$ cat src/common/cpu_isa_pkg.sv
`default_nettype none

package cpu_isa_pkg;

    typedef logic [31:0] word_t;
    typedef logic [4:0]  reg_addr_t;
    typedef logic [4:0]  shamt_t;
    typedef logic [15:0] imm16_t;
    typedef logic [5:0]  opcode_t;
    typedef logic [5:0]  funct_t;

    localparam int num_regs = 32;

    // Sequential instruction step and base of branch targets.
    localparam word_t pc_step = 32'd4;

    // Primary opcodes.
    localparam opcode_t op_rtype = 6'h00;
    localparam opcode_t op_beq   = 6'h04;
    localparam opcode_t op_bne   = 6'h05;
    localparam opcode_t op_addiu = 6'h09;
    localparam opcode_t op_slti  = 6'h0a;
    localparam opcode_t op_andi  = 6'h0c;
    localparam opcode_t op_ori   = 6'h0d;
    localparam opcode_t op_xori  = 6'h0e;
    localparam opcode_t op_lui   = 6'h0f;
    localparam opcode_t op_lw    = 6'h23;
    localparam opcode_t op_sw    = 6'h2b;

    // Funct field of the R-type group.
    localparam funct_t fn_sll  = 6'h00;
    localparam funct_t fn_srl  = 6'h02;
    localparam funct_t fn_sra  = 6'h03;
    localparam funct_t fn_addu = 6'h21;
    localparam funct_t fn_subu = 6'h23;
    localparam funct_t fn_and  = 6'h24;
    localparam funct_t fn_or   = 6'h25;
    localparam funct_t fn_xor  = 6'h26;
    localparam funct_t fn_nor  = 6'h27;
    localparam funct_t fn_slt  = 6'h2a;
    localparam funct_t fn_sltu = 6'h2b;

    typedef enum logic [3:0] {
        alu_add,
        alu_sub,
        alu_and,
        alu_or,
        alu_xor,
        alu_nor,
        alu_slt,
        alu_sltu,
        alu_sll,
        alu_srl,
        alu_sra,
        alu_lui
    } alu_op_t;

endpackage

`default_nettype wire

$ cat src/common/pipe_pkg.sv
`default_nettype none

package pipe_pkg;

    typedef enum logic {
        dst_rt,
        dst_rd
    } reg_dst_t;

    typedef enum logic [1:0] {
        br_none,
        br_beq,
        br_bne
    } branch_t;

    // A side is rs, or the shift amount for sll/srl/sra.
    typedef enum logic {
        src_a_rs,
        src_a_shamt
    } src_a_t;

    typedef enum logic {
        src_b_rt,
        src_b_imm
    } src_b_t;

    typedef struct packed {
        cpu_isa_pkg::alu_op_t alu_op;
        src_a_t               src_a;
        src_b_t               src_b;
        reg_dst_t             reg_dst;
        branch_t              branch;
        logic                 reg_write;
        logic                 mem_read;
        logic                 mem_write;
        logic                 illegal;
    } ctrl_t;

    // All-zero bundle with no write, strobe or branch.
    localparam ctrl_t ctrl_nop = '0;

    typedef struct packed {
        logic                   valid;
        ctrl_t                  ctrl;
        cpu_isa_pkg::word_t     rs_val;
        cpu_isa_pkg::word_t     rt_val;
        cpu_isa_pkg::word_t     imm;    // Already extended.
        cpu_isa_pkg::shamt_t    shamt;
        cpu_isa_pkg::word_t     pc;
        cpu_isa_pkg::reg_addr_t rd;
        cpu_isa_pkg::reg_addr_t rt;
    } id_ex_t;

endpackage

`default_nettype wire

$ cat src/decode/instr_decoder.sv
`timescale 1ns/1ps
`default_nettype none

module instr_decoder (
    input  cpu_isa_pkg::word_t     instr,
    output pipe_pkg::ctrl_t        ctrl,
    output cpu_isa_pkg::reg_addr_t rs,
    output cpu_isa_pkg::reg_addr_t rt,
    output cpu_isa_pkg::reg_addr_t rd,
    output cpu_isa_pkg::word_t     imm,
    output cpu_isa_pkg::shamt_t    shamt
);

    cpu_isa_pkg::opcode_t opcode;
    cpu_isa_pkg::funct_t  funct;
    cpu_isa_pkg::imm16_t  imm16;
    logic                 zero_ext;
    logic                 is_shift;

    assign opcode = instr[31:26];
    assign rs     = instr[25:21];
    assign rt     = instr[20:16];
    assign rd     = instr[15:11];
    assign shamt  = instr[10:6];
    assign funct  = instr[5:0];
    assign imm16  = instr[15:0];

    assign is_shift = (funct == cpu_isa_pkg::fn_sll) || (funct == cpu_isa_pkg::fn_srl) ||
                      (funct == cpu_isa_pkg::fn_sra);

    // Logical immediates are zero extended, everything else sign extended.
    assign imm = zero_ext ? {16'h0000, imm16} : {{16{imm16[15]}}, imm16};

    always_comb
    begin
        ctrl     = pipe_pkg::ctrl_nop;
        zero_ext = 1'b0;
        case (opcode)
            cpu_isa_pkg::op_rtype:
            begin
                ctrl.reg_dst   = pipe_pkg::dst_rd;
                ctrl.reg_write = 1'b1;
                ctrl.src_b     = pipe_pkg::src_b_rt;
                ctrl.src_a     = is_shift ? pipe_pkg::src_a_shamt : pipe_pkg::src_a_rs;
                case (funct)
                    cpu_isa_pkg::fn_addu: ctrl.alu_op = cpu_isa_pkg::alu_add;
                    cpu_isa_pkg::fn_subu: ctrl.alu_op = cpu_isa_pkg::alu_sub;
                    cpu_isa_pkg::fn_and:  ctrl.alu_op = cpu_isa_pkg::alu_and;
                    cpu_isa_pkg::fn_or:   ctrl.alu_op = cpu_isa_pkg::alu_or;
                    cpu_isa_pkg::fn_xor:  ctrl.alu_op = cpu_isa_pkg::alu_xor;
                    cpu_isa_pkg::fn_nor:  ctrl.alu_op = cpu_isa_pkg::alu_nor;
                    cpu_isa_pkg::fn_slt:  ctrl.alu_op = cpu_isa_pkg::alu_slt;
                    cpu_isa_pkg::fn_sltu: ctrl.alu_op = cpu_isa_pkg::alu_sltu;
                    cpu_isa_pkg::fn_sll:  ctrl.alu_op = cpu_isa_pkg::alu_sll;
                    cpu_isa_pkg::fn_srl:  ctrl.alu_op = cpu_isa_pkg::alu_srl;
                    cpu_isa_pkg::fn_sra:  ctrl.alu_op = cpu_isa_pkg::alu_sra;
                    default:
                    begin
                        ctrl         = pipe_pkg::ctrl_nop;
                        ctrl.illegal = 1'b1;
                    end
                endcase
            end
            cpu_isa_pkg::op_addiu, cpu_isa_pkg::op_slti, cpu_isa_pkg::op_lui:
            begin
                ctrl.src_b     = pipe_pkg::src_b_imm;
                ctrl.reg_write = 1'b1;
                ctrl.alu_op    = (opcode == cpu_isa_pkg::op_addiu) ? cpu_isa_pkg::alu_add :
                                 (opcode == cpu_isa_pkg::op_slti)  ? cpu_isa_pkg::alu_slt :
                                                                     cpu_isa_pkg::alu_lui;
            end
            cpu_isa_pkg::op_andi, cpu_isa_pkg::op_ori, cpu_isa_pkg::op_xori:
            begin
                zero_ext       = 1'b1;
                ctrl.src_b     = pipe_pkg::src_b_imm;
                ctrl.reg_write = 1'b1;
                ctrl.alu_op    = (opcode == cpu_isa_pkg::op_andi) ? cpu_isa_pkg::alu_and :
                                 (opcode == cpu_isa_pkg::op_ori)  ? cpu_isa_pkg::alu_or :
                                                                    cpu_isa_pkg::alu_xor;
            end
            cpu_isa_pkg::op_lw:
            begin
                ctrl.src_b     = pipe_pkg::src_b_imm;    // Address is rs + offset.
                ctrl.reg_write = 1'b1;
                ctrl.mem_read  = 1'b1;
            end
            cpu_isa_pkg::op_sw:
            begin
                ctrl.src_b     = pipe_pkg::src_b_imm;
                ctrl.mem_write = 1'b1;
            end
            cpu_isa_pkg::op_beq: ctrl.branch = pipe_pkg::br_beq;
            cpu_isa_pkg::op_bne: ctrl.branch = pipe_pkg::br_bne;
            default:             ctrl.illegal = 1'b1;
        endcase
    end

endmodule

`default_nettype wire

$ cat src/design/id_ex_reg.sv
`timescale 1ns/1ps
`default_nettype none

module id_ex_reg (
    input  logic             clk,
    input  logic             arst_n,
    input  logic             clear,
    input  pipe_pkg::id_ex_t id_bundle,
    output pipe_pkg::id_ex_t ex_bundle
);

    logic             valid_q;
    pipe_pkg::ctrl_t  ctrl_q;
    pipe_pkg::id_ex_t payload_q;

    // Control half. Reset and clear both load a bubble.
    always_ff @(posedge clk or negedge arst_n)
    begin
        if (!arst_n)
        begin
            valid_q <= 1'b0;
            ctrl_q  <= pipe_pkg::ctrl_nop;
        end
        else if (clear)
        begin
            valid_q <= 1'b0;
            ctrl_q  <= pipe_pkg::ctrl_nop;    // Flushed slot carries no write or strobe.
        end
        else
        begin
            valid_q <= id_bundle.valid;
            ctrl_q  <= id_bundle.ctrl;
        end
    end

    // Operands, immediate, pc and register numbers.
    always_ff @(posedge clk)
    begin
        payload_q <= id_bundle;
    end

    always_comb
    begin
        ex_bundle       = payload_q;
        ex_bundle.valid = valid_q;
        ex_bundle.ctrl  = ctrl_q;
    end

endmodule

`default_nettype wire

$ cat src/design/id_ex_subsys.sv
`timescale 1ns/1ps
`default_nettype none

module id_ex_subsys (
    input  logic                   clk,
    input  logic                   arst_n,
    input  logic                   clear,
    input  logic                   instr_valid,
    input  cpu_isa_pkg::word_t     instr,
    input  cpu_isa_pkg::word_t     pc,
    input  logic                   wb_en,
    input  cpu_isa_pkg::reg_addr_t wb_addr,
    input  cpu_isa_pkg::word_t     wb_data,
    output logic                   ex_valid,
    output cpu_isa_pkg::word_t     ex_result,
    output cpu_isa_pkg::word_t     ex_store_data,
    output cpu_isa_pkg::reg_addr_t ex_dest,
    output logic                   ex_reg_write,
    output logic                   ex_mem_read,
    output logic                   ex_mem_write,
    output logic                   ex_branch_taken,
    output cpu_isa_pkg::word_t     ex_branch_target,
    output logic                   ex_illegal
);

    pipe_pkg::ctrl_t        dec_ctrl;
    cpu_isa_pkg::reg_addr_t dec_rs;
    cpu_isa_pkg::reg_addr_t dec_rt;
    cpu_isa_pkg::reg_addr_t dec_rd;
    cpu_isa_pkg::word_t     dec_imm;
    cpu_isa_pkg::shamt_t    dec_shamt;
    cpu_isa_pkg::word_t     rs_val;
    cpu_isa_pkg::word_t     rt_val;
    pipe_pkg::id_ex_t       id_bundle;
    pipe_pkg::id_ex_t       ex_bundle;

    instr_decoder instr_decoder_i (
        .instr (instr),
        .ctrl  (dec_ctrl),
        .rs    (dec_rs),
        .rt    (dec_rt),
        .rd    (dec_rd),
        .imm   (dec_imm),
        .shamt (dec_shamt)
    );

    reg_file reg_file_i (
        .clk     (clk),
        .arst_n  (arst_n),
        .rs_addr (dec_rs),
        .rt_addr (dec_rt),
        .rs_val  (rs_val),
        .rt_val  (rt_val),
        .wr_en   (wb_en),
        .wr_addr (wb_addr),
        .wr_data (wb_data)
    );

    // Decode stage output, captured by ID/EX on the next edge.
    assign id_bundle = '{
        valid:  instr_valid,
        ctrl:   dec_ctrl,
        rs_val: rs_val,
        rt_val: rt_val,
        imm:    dec_imm,
        shamt:  dec_shamt,
        pc:     pc,
        rd:     dec_rd,
        rt:     dec_rt
    };

    id_ex_reg id_ex_reg_i (
        .clk       (clk),
        .arst_n    (arst_n),
        .clear     (clear),
        .id_bundle (id_bundle),
        .ex_bundle (ex_bundle)
    );

    execute_unit execute_unit_i (
        .ex_bundle        (ex_bundle),
        .ex_valid         (ex_valid),
        .ex_result        (ex_result),
        .ex_store_data    (ex_store_data),
        .ex_dest          (ex_dest),
        .ex_reg_write     (ex_reg_write),
        .ex_mem_read      (ex_mem_read),
        .ex_mem_write     (ex_mem_write),
        .ex_branch_taken  (ex_branch_taken),
        .ex_branch_target (ex_branch_target),
        .ex_illegal       (ex_illegal)
    );

endmodule

`default_nettype wire

$ cat src/design/reg_file.sv
`timescale 1ns/1ps
`default_nettype none

module reg_file (
    input  logic                   clk,
    input  logic                   arst_n,
    input  cpu_isa_pkg::reg_addr_t rs_addr,
    input  cpu_isa_pkg::reg_addr_t rt_addr,
    output cpu_isa_pkg::word_t     rs_val,
    output cpu_isa_pkg::word_t     rt_val,
    input  logic                   wr_en,
    input  cpu_isa_pkg::reg_addr_t wr_addr,
    input  cpu_isa_pkg::word_t     wr_data
);

    cpu_isa_pkg::word_t regs [cpu_isa_pkg::num_regs];
    logic               wr_live;

    assign wr_live = wr_en && (wr_addr != '0);    // Register zero ignores writes.

    // Write-first bypass makes a read of the register being written see the new value.
    function automatic cpu_isa_pkg::word_t read_port(input cpu_isa_pkg::reg_addr_t addr);
        if (addr == '0)
            return '0;
        if (wr_live && (wr_addr == addr))
            return wr_data;
        return regs[addr];
    endfunction

    always_comb
    begin
        rs_val = read_port(rs_addr);
        rt_val = read_port(rt_addr);
    end

    always_ff @(posedge clk or negedge arst_n)
    begin
        if (!arst_n)
        begin
            for (int i = 0; i < cpu_isa_pkg::num_regs; i++)
                regs[i] <= '0;
        end
        else if (wr_live)
        begin
            regs[wr_addr] <= wr_data;
        end
    end

endmodule

`default_nettype wire

$ cat src/execute/execute_unit.sv
`timescale 1ns/1ps
`default_nettype none

module execute_unit (
    input  pipe_pkg::id_ex_t       ex_bundle,
    output logic                   ex_valid,
    output cpu_isa_pkg::word_t     ex_result,
    output cpu_isa_pkg::word_t     ex_store_data,
    output cpu_isa_pkg::reg_addr_t ex_dest,
    output logic                   ex_reg_write,
    output logic                   ex_mem_read,
    output logic                   ex_mem_write,
    output logic                   ex_branch_taken,
    output cpu_isa_pkg::word_t     ex_branch_target,
    output logic                   ex_illegal
);

    pipe_pkg::ctrl_t     ctrl;
    cpu_isa_pkg::word_t  op_a;
    cpu_isa_pkg::word_t  op_b;
    cpu_isa_pkg::shamt_t sh;
    logic                rs_eq_rt;
    logic                taken;

    assign ctrl = ex_bundle.ctrl;

    assign op_a = (ctrl.src_a == pipe_pkg::src_a_rs) ? ex_bundle.rs_val :
                  cpu_isa_pkg::word_t'(ex_bundle.shamt);
    assign op_b = (ctrl.src_b == pipe_pkg::src_b_rt) ? ex_bundle.rt_val : ex_bundle.imm;
    assign sh   = op_a[4:0];

    always_comb
    begin
        case (ctrl.alu_op)
            cpu_isa_pkg::alu_add:  ex_result = op_a + op_b;
            cpu_isa_pkg::alu_sub:  ex_result = op_a - op_b;
            cpu_isa_pkg::alu_and:  ex_result = op_a & op_b;
            cpu_isa_pkg::alu_or:   ex_result = op_a | op_b;
            cpu_isa_pkg::alu_xor:  ex_result = op_a ^ op_b;
            cpu_isa_pkg::alu_nor:  ex_result = ~(op_a | op_b);
            cpu_isa_pkg::alu_slt:  ex_result = {31'b0, $signed(op_a) < $signed(op_b)};
            cpu_isa_pkg::alu_sltu: ex_result = {31'b0, op_a < op_b};
            cpu_isa_pkg::alu_sll:  ex_result = op_b << sh;
            cpu_isa_pkg::alu_srl:  ex_result = op_b >> sh;
            cpu_isa_pkg::alu_sra:  ex_result = $signed(op_b) >>> sh;
            cpu_isa_pkg::alu_lui:  ex_result = {op_b[15:0], 16'h0000};
            default:               ex_result = '0;
        endcase
    end

    assign ex_dest       = (ctrl.reg_dst == pipe_pkg::dst_rt) ? ex_bundle.rt : ex_bundle.rd;
    assign ex_store_data = ex_bundle.rt_val;

    // Branches compare the raw register values, not the B operand.
    assign rs_eq_rt = (ex_bundle.rs_val == ex_bundle.rt_val);

    always_comb
    begin
        case (ctrl.branch)
            pipe_pkg::br_none: taken = 1'b0;
            pipe_pkg::br_beq:  taken = rs_eq_rt;
            pipe_pkg::br_bne:  taken = !rs_eq_rt;
            default:           taken = 1'b0;
        endcase
    end

    assign ex_branch_target = ex_bundle.pc + cpu_isa_pkg::pc_step + {ex_bundle.imm[29:0], 2'b00};

    assign ex_valid        = ex_bundle.valid;
    assign ex_reg_write    = ex_bundle.valid && ctrl.reg_write;
    assign ex_mem_read     = ex_bundle.valid && ctrl.mem_read;
    assign ex_mem_write    = ex_bundle.valid && ctrl.mem_write;
    assign ex_branch_taken = ex_bundle.valid && taken;
    assign ex_illegal      = ex_bundle.valid && ctrl.illegal;

endmodule

`default_nettype wire

$ cat config.mk
export PLATFORM = sky130hd
export DESIGN_NAME = id_ex_subsys
export DESIGN_NICKNAME = d
export VERILOG_FILES = /design/src/common/cpu_isa_pkg.sv /design/src/common/pipe_pkg.sv /design/src/decode/instr_decoder.sv /design/src/design/id_ex_reg.sv /design/src/design/id_ex_subsys.sv /design/src/design/reg_file.sv /design/src/execute/execute_unit.sv
export SDC_FILE = /design/constraint.sdc
export NUM_CORES = 2
export LEC_CHECK = 0
export CORE_MARGIN = 3
export CORE_UTILIZATION = 30
export DETAILED_ROUTE_END_ITERATION = 12
export DONT_BUFFER_PORTS = 1
export GPL_ROUTABILITY_DRIVEN = 0
export SYNTH_ARGS = -nofsm -noshare
export SYNTH_HDL_FRONTEND = slang
export SYNTH_SLANG_ARGS = --single-unit
$ cat constraint.sdc
create_clock -name clk -period 4.4 [get_ports clk]
set_clock_uncertainty 0.15 [all_clocks]
set_input_delay 0.22 -clock clk [delete_from_list [all_inputs] [get_ports clk]]
set_output_delay 0.22 -clock clk [all_outputs]
set_load 0.05 [all_outputs]
; ---- Yosys cells after proc, flatten, opt, wreduce, memory -nomap -nowiden
; Index checks and enable logic that the tools add are counted.
; Widths: inputs -> output; s select.
[totals]
reg_bits = 1166
[op_classes]
n_shift = 3
add_sub_neg = 4
reduce_logical = 24
eq_ne = 36
order_cmp = 6
n_bitwise = 7
muxes = 47
[op_table]
columns = operator, n
row1 = $bwmux 1024, 1
row2 = $mux 32, 15
row3 = $pmux 32 s12, 1
row4 = $bmux 32 s5, 2
row5 = $demux 32 s5, 1
row6 = $add 32x32->32, 2
row7 = $lt 32x32->1, 2
row8 = $eq 6x6->1 const B, 10
row9 = $pmux 4 s10, 1
row10 = $eq 6x4->1 const B, 6
row11 = $add 32x3->32 const B, 1
row12 = $and 32x32->32, 1
row13 = $eq 32x32->1, 1
row14 = $not 32->32, 1
row15 = $or 32x32->32, 1
row16 = $shl 32x5->32, 1
row17 = $shr 32x5->32, 1
row18 = $sshr 32x5->32, 1
row19 = $sub 32x32->32, 1
row20 = $xor 32x32->32, 1
row21 = $ge 6x6->1 const B, 3
row22 = $not 5->6, 3
row23 = $eq 4x3->1 const B, 4
row24 = $eq 4x4->1 const B, 4
row25 = 29 further kinds, 62

; ---- Depth between registers and ports, before layout
[depth]
depth_word = 7
depth_mapped = 18
ltp_nobuf = 14

; ---- Cells and area by module
; From an unflattened synthesis, not the netlist that was laid out.
[hier_totals]
hier_cells = 6068
area_unflattened_um2 = 72391.9
[modules_own_cells]
columns = mod, area_each_um2, cells_each, instances, seq_area_each_um2
row1 = reg_file, 55978.7, 3988, 1, 25624.6
row2 = execute_unit, 12285.5, 1800, 1, 0.0
row3 = id_ex_reg, 3348.2, 173, 1, 3213.1
row4 = instr_decoder, 779.5, 107, 1, 0.0

; ---- Least setup slack after synthesis
; OpenSTA, ideal clock, no wires.
[synth_path]
path_type = register to output
startpoint = register id_ex_reg_i.ctrl_q (netlist bit id_ex_reg_i.ex_bundle[151])
endpoint = output ex_result[30]
path_slack_ps = -814
t_arrival_ps = 4844
path_stages_with_launch = 18
required_ps = 4030
cell_sequence = dfrtp_1 -> buf_6 -> mux2i_4 -> buf_2 -> buf_2 -> buf_2 -> buf_1 -> ha_1 -> buf_2 -> a211oi_1 -> o21ai_0 -> and4_1 -> a211oi_1 -> o31a_1 -> o31a_1 -> o211ai_1 -> a211o_1 -> a31oi_1
[synth_via]
elab_chain_len = 4
word_cells_on_any_way = 11
[synth_lines]
columns = element, line_no
row1 = "start, declared", id_ex_reg.sv:13  ; pipe_pkg::ctrl_t ctrl_q;
row2 = "start signal, assigned", id_ex_reg.sv:22  ; ctrl_q <= pipe_pkg::ctrl_nop;
row3 = "start signal, assigned", id_ex_reg.sv:27  ; ctrl_q <= pipe_pkg::ctrl_nop;
row4 = "start signal, assigned", id_ex_reg.sv:32  ; ctrl_q <= id_bundle.ctrl;
row5 = $mux 32 (*), execute_unit.sv:27  ; assign op_a = (ctrl.src_a == pipe_pkg::src_a_rs) ? ex_bundle.rs_val :
row6 = "parallel branches: the longest is 2 deep, another holds $sub 32x32->32", n/a
row7 = $pmux 32 s12 (*), execute_unit.sv:34  ; case (ctrl.alu_op)
row8 = "end, declared", id_ex_subsys.sv:15  ; output cpu_isa_pkg::word_t ex_result,
; Mark *: on every way between the ends.

; ---- Worst setup path after layout
[layout_path]
startpoint = register id_ex_reg_i.ctrl_q (netlist bit id_ex_reg_i.ex_bundle[150])
endpoint = output ex_result[29]
[layout_via]
elab_chain_len = 4
word_cells_on_any_way = 11
[layout_lines]
columns = element, line_no
row1 = $mux 32 (*), execute_unit.sv:29  ; assign op_b = (ctrl.src_b == pipe_pkg::src_b_rt) ? ex_bundle.rt_val : ex_bundle.imm;
row2 = "parallel branches: the longest is 2 deep, another holds $sub 32x32->32", n/a
row3 = $pmux 32 s12 (*), execute_unit.sv:34
; Marked as above.

==> results.ini <==
[sta]
timing.hold.ws_ns=0.00754
hold_viol=0
fin_ws_ns=-0.604
final.period_utilization_pct=114
setup_viol=24
slew_violations=26
tightest_slew_ns=1.53
period_needed_ns=5.00
max-slew-margin-rel_pct=-2.08
fmax_mhz=200
rsz0062_at_grt=true

[pwr]
ir_worst_vdd_mv=0.575
p_switching_uw=15700
swShare_pct=36.8
clockPowerShare_pct=25.5
pwr_density_cell_mw_per_mm2=508
p_int_uw=27000
power.share.sequential_pct=33.2
pwr-share-comb_pct=41.3
p_leak_uw=0.0348

[critical_path]
cp_top_family=compound AO/OA/AOI/OAI gates
timing.critical_path.buf_inv=5
endpoint_kind=primary output
critPathRequiredTime_ns=4.03
crit_fanout=7
max_stage_delay_ns=0.41
crit_slowest_cell=dfrtp_2
cp_cell_sequence=buf_12 > buf_12 > buf_6 > mux2i_4 > ha_4 > or3b_1 > a211o_1 > nand2_4 > o2111ai_4 > o211a_1 > o31a_1 > buf_4 > o311a_1 > o22ai_2 > nand2_2 > buf_6
worstPathArrival_ns=4.63
critical_path_class=flop to primary output
start_kind=flop

[floorplanning]
io_pins=213
start_util_pct=30.3
fp-row-count=176
coreArea_mm2=0.231
die-area_mm2=0.240
fp.dieW_um=490
die_h_um=490

[clock_tree]
cts_buffers=132
cts.sinks=1156
cts.path.max_buffers=3
clk-insertion-delay-late_ns=0.79
cts_root_buf=clkbuf_16
clk_pin_slew_ns=0.06
cts_htree_levels=4
cts_tree=built

[global_routing]
antenna_found_initial=29
grt_max_degree=260
track_usage_pct=20.5
grt_pass1_vias=50926
grt_pass1_wl_mm=365
gr-total-overflow=0

[logic_synthesis]
seq_area_frac_synth_pct=40.4
synth_cell_types=99
postSynth.asyncResetShare_pct=89.8
synth_edf_count=0
yosys_warnings=0
ys_seq_elements=1156
syn_area_mm2=0.0701
synth_flop_cell=dfrtp_1
avgSynthCellArea_um2=13.2
synth_cells=5299
synth_fp_nets=5568

[route]
first_pass_iters=12
via_count=50654
dr.first_iter.drc_count=5830
drc=0
routed_wirelength_mm=253
viasPerCell=5.88
routedWlPerCell_um=29.3
ant_nets=0

[job]
cap_viol_max_count=0

[layout]
layout-drive-gt1-share_pct=47.1
final_cells=8619
synthToLayoutAreaGrowth_pct=19.8
fillCellCount=21873
most-common-layout-cells=dfrtp_1 (1,037), mux2_2 (1,022), mux4_2 (648)
final_common_cell=dfrtp_1
fin_nets=5750
fin_util_pct=36.4

[placed_design]
dp.cells=8067
post-place-ws_ns=-0.125
dp_hpwl_mm=152
portBuffers=0

[worst_hold_path]
min_path_type=input pin to flop

[outcome]
outcome=finished, violations left
failed_checks=max-slew violations, negative setup slack

==> cells in the mapped netlist (all sizes together) (15+ instances only) <==
cell type | instances | area share [%]
xnor2 | 28 | 0.35
a211oi | 107 | 1.1
inv | 108 | 0.59
o221ai | 17 | 0.21
a21oi | 136 | 0.97
nand2b | 17 | 0.15
a21o | 25 | 0.27
mux2i | 183 | 2.9
a22oi | 15 | 0.16
o2111ai | 17 | 0.21
nor3 | 42 | 0.31
nor4 | 19 | 0.18
o22ai | 23 | 0.21
nor2 | 257 | 1.4
o21ai | 120 | 0.86
or3 | 18 | 0.16
o211ai | 41 | 0.44
dfrtp | 1038 | 37
mux2 | 1024 | 16
dfxtp | 118 | 3.4
nand3 | 44 | 0.31
nand2 | 164 | 0.88
a221oi | 20 | 0.27
mux4 | 648 | 21
xor2 | 49 | 0.61
ha | 160 | 2.9
o21bai | 19 | 0.20
buf | 188 | 1.4
a31oi | 20 | 0.18
nor2b | 40 | 0.36
clkbuf | 367 | 2.0
==> worst reg2reg max path, delay by kind of cell, from the launching register on <==
kind	cells	cell delay, ns
AOI/OAI and AO/OA	1	0.07
buffers and inverters	2	1.16
DFF	1	0.39
muxes	3	1.20
==> path summary, 6_finish.rpt <==
check	from	end	slack (ns)	depth (start not counted)
worst max-delay path	id_ex_reg_i.ex_bundle[150]	ex_result[29]	-0.60	16
worst min-delay path	instr[24]	id_ex_reg_i.ex_bundle[117]	0.008	3
worst max register to register	reg_file_i.regs[796]	id_ex_reg_i.ex_bundle[139]	1.34	6
worst min register to register	reg_file_i.regs[1014]	reg_file_i.regs[1014]	0.24	0
max in group asynchronous	arst_n	reg_file_i.regs[611]	0.96	5
min in group asynchronous	arst_n	reg_file_i.regs[492]	0.48	2
==> state kept, by name, summed over array words and instances, names as in the netlist <==
| signal | flops |
|---|---|
| reg_file_i.regs | 1024 |
| id_ex_reg_i.ex_bundle | 131 |
| id_ex_reg_i.valid_q | 1 |
==> cell type report <==
| cell class | instances | area [um2] | share of cell area, % |
|---|---|---|---|
| inverter | 109 | 430 | 0.512 |
| clock inverter | 37 | 329 | 0.391 |
| tap | 3026 | 3790 | 4.50 |
| sequential | 1156 | 28400 | 33.8 |
| antenna | 14 | 35.0 | 0.0417 |
| timing repair buffer | 603 | 6030 | 7.17 |
| clock buffer | 195 | 3870 | 4.60 |
| multi-input combinational | 3479 | 41200 | 49.0 |
==> power groups by stage <==
stage | Clock (uW) | Combinational, uW | Sequential, uW
3_5_place_dp | 0 | 14800 | 14300
2_1_floorplan | 0 | 10600 | 13700
3_3_place_gp | 0 | 14700 | 14100
6_report | 10900 | 17600 | 14100
5_1_grt | 11500 | 18300 | 14400
4_1_cts | 11100 | 16100 | 14100
==> repair_timing <==
action | CTS | global route
gates cloned | 0 | 0
buffers inserted | 51 | 57
resized for setup | 219 | 224
setup endpoints to repair | 46 | 40
pin swaps | 74 | 97
hold endpoints to repair | 1355 | 1
hold buffers | 198 | 1
==> per-stage QoR <==
stage | power [uW] | cell area (um2) | setup TNS [ns]
after floorplan | 24400 | 70300 | -0.0137
after global placement | 28700 | 74600 | -0.326
after detailed placement | 29100 | 74600 | -0.204
after CTS | 41300 | 82300 | -9.97
after global routing | 44300 | 84000 | -13.88
final | 42700 | 84100 | -10.71
==> per-layer routing <==
metal	global-route usage [%]	vias to the layer above	share of wire (%)
met4	9.48	10	5.4
met1	26.3	26633	39
met5	0	-	0.028
met2	32.0	2545	46
met3	6.05	699	9.7
li1	-	20767	-
==> kinds of logic after synthesis <==
group | synth area share [%]
multiplexers | 40.2
flip-flops | 40.4
AO/OA/AOI/OAI | 6.85
AND/OR/NAND/NOR | 4.70
buffers and inverters | 3.98
adder cells (fa/ha/maj) | 2.94
XOR/XNOR | 0.961
Note: power is estimated with default switching activity, not from simulation.
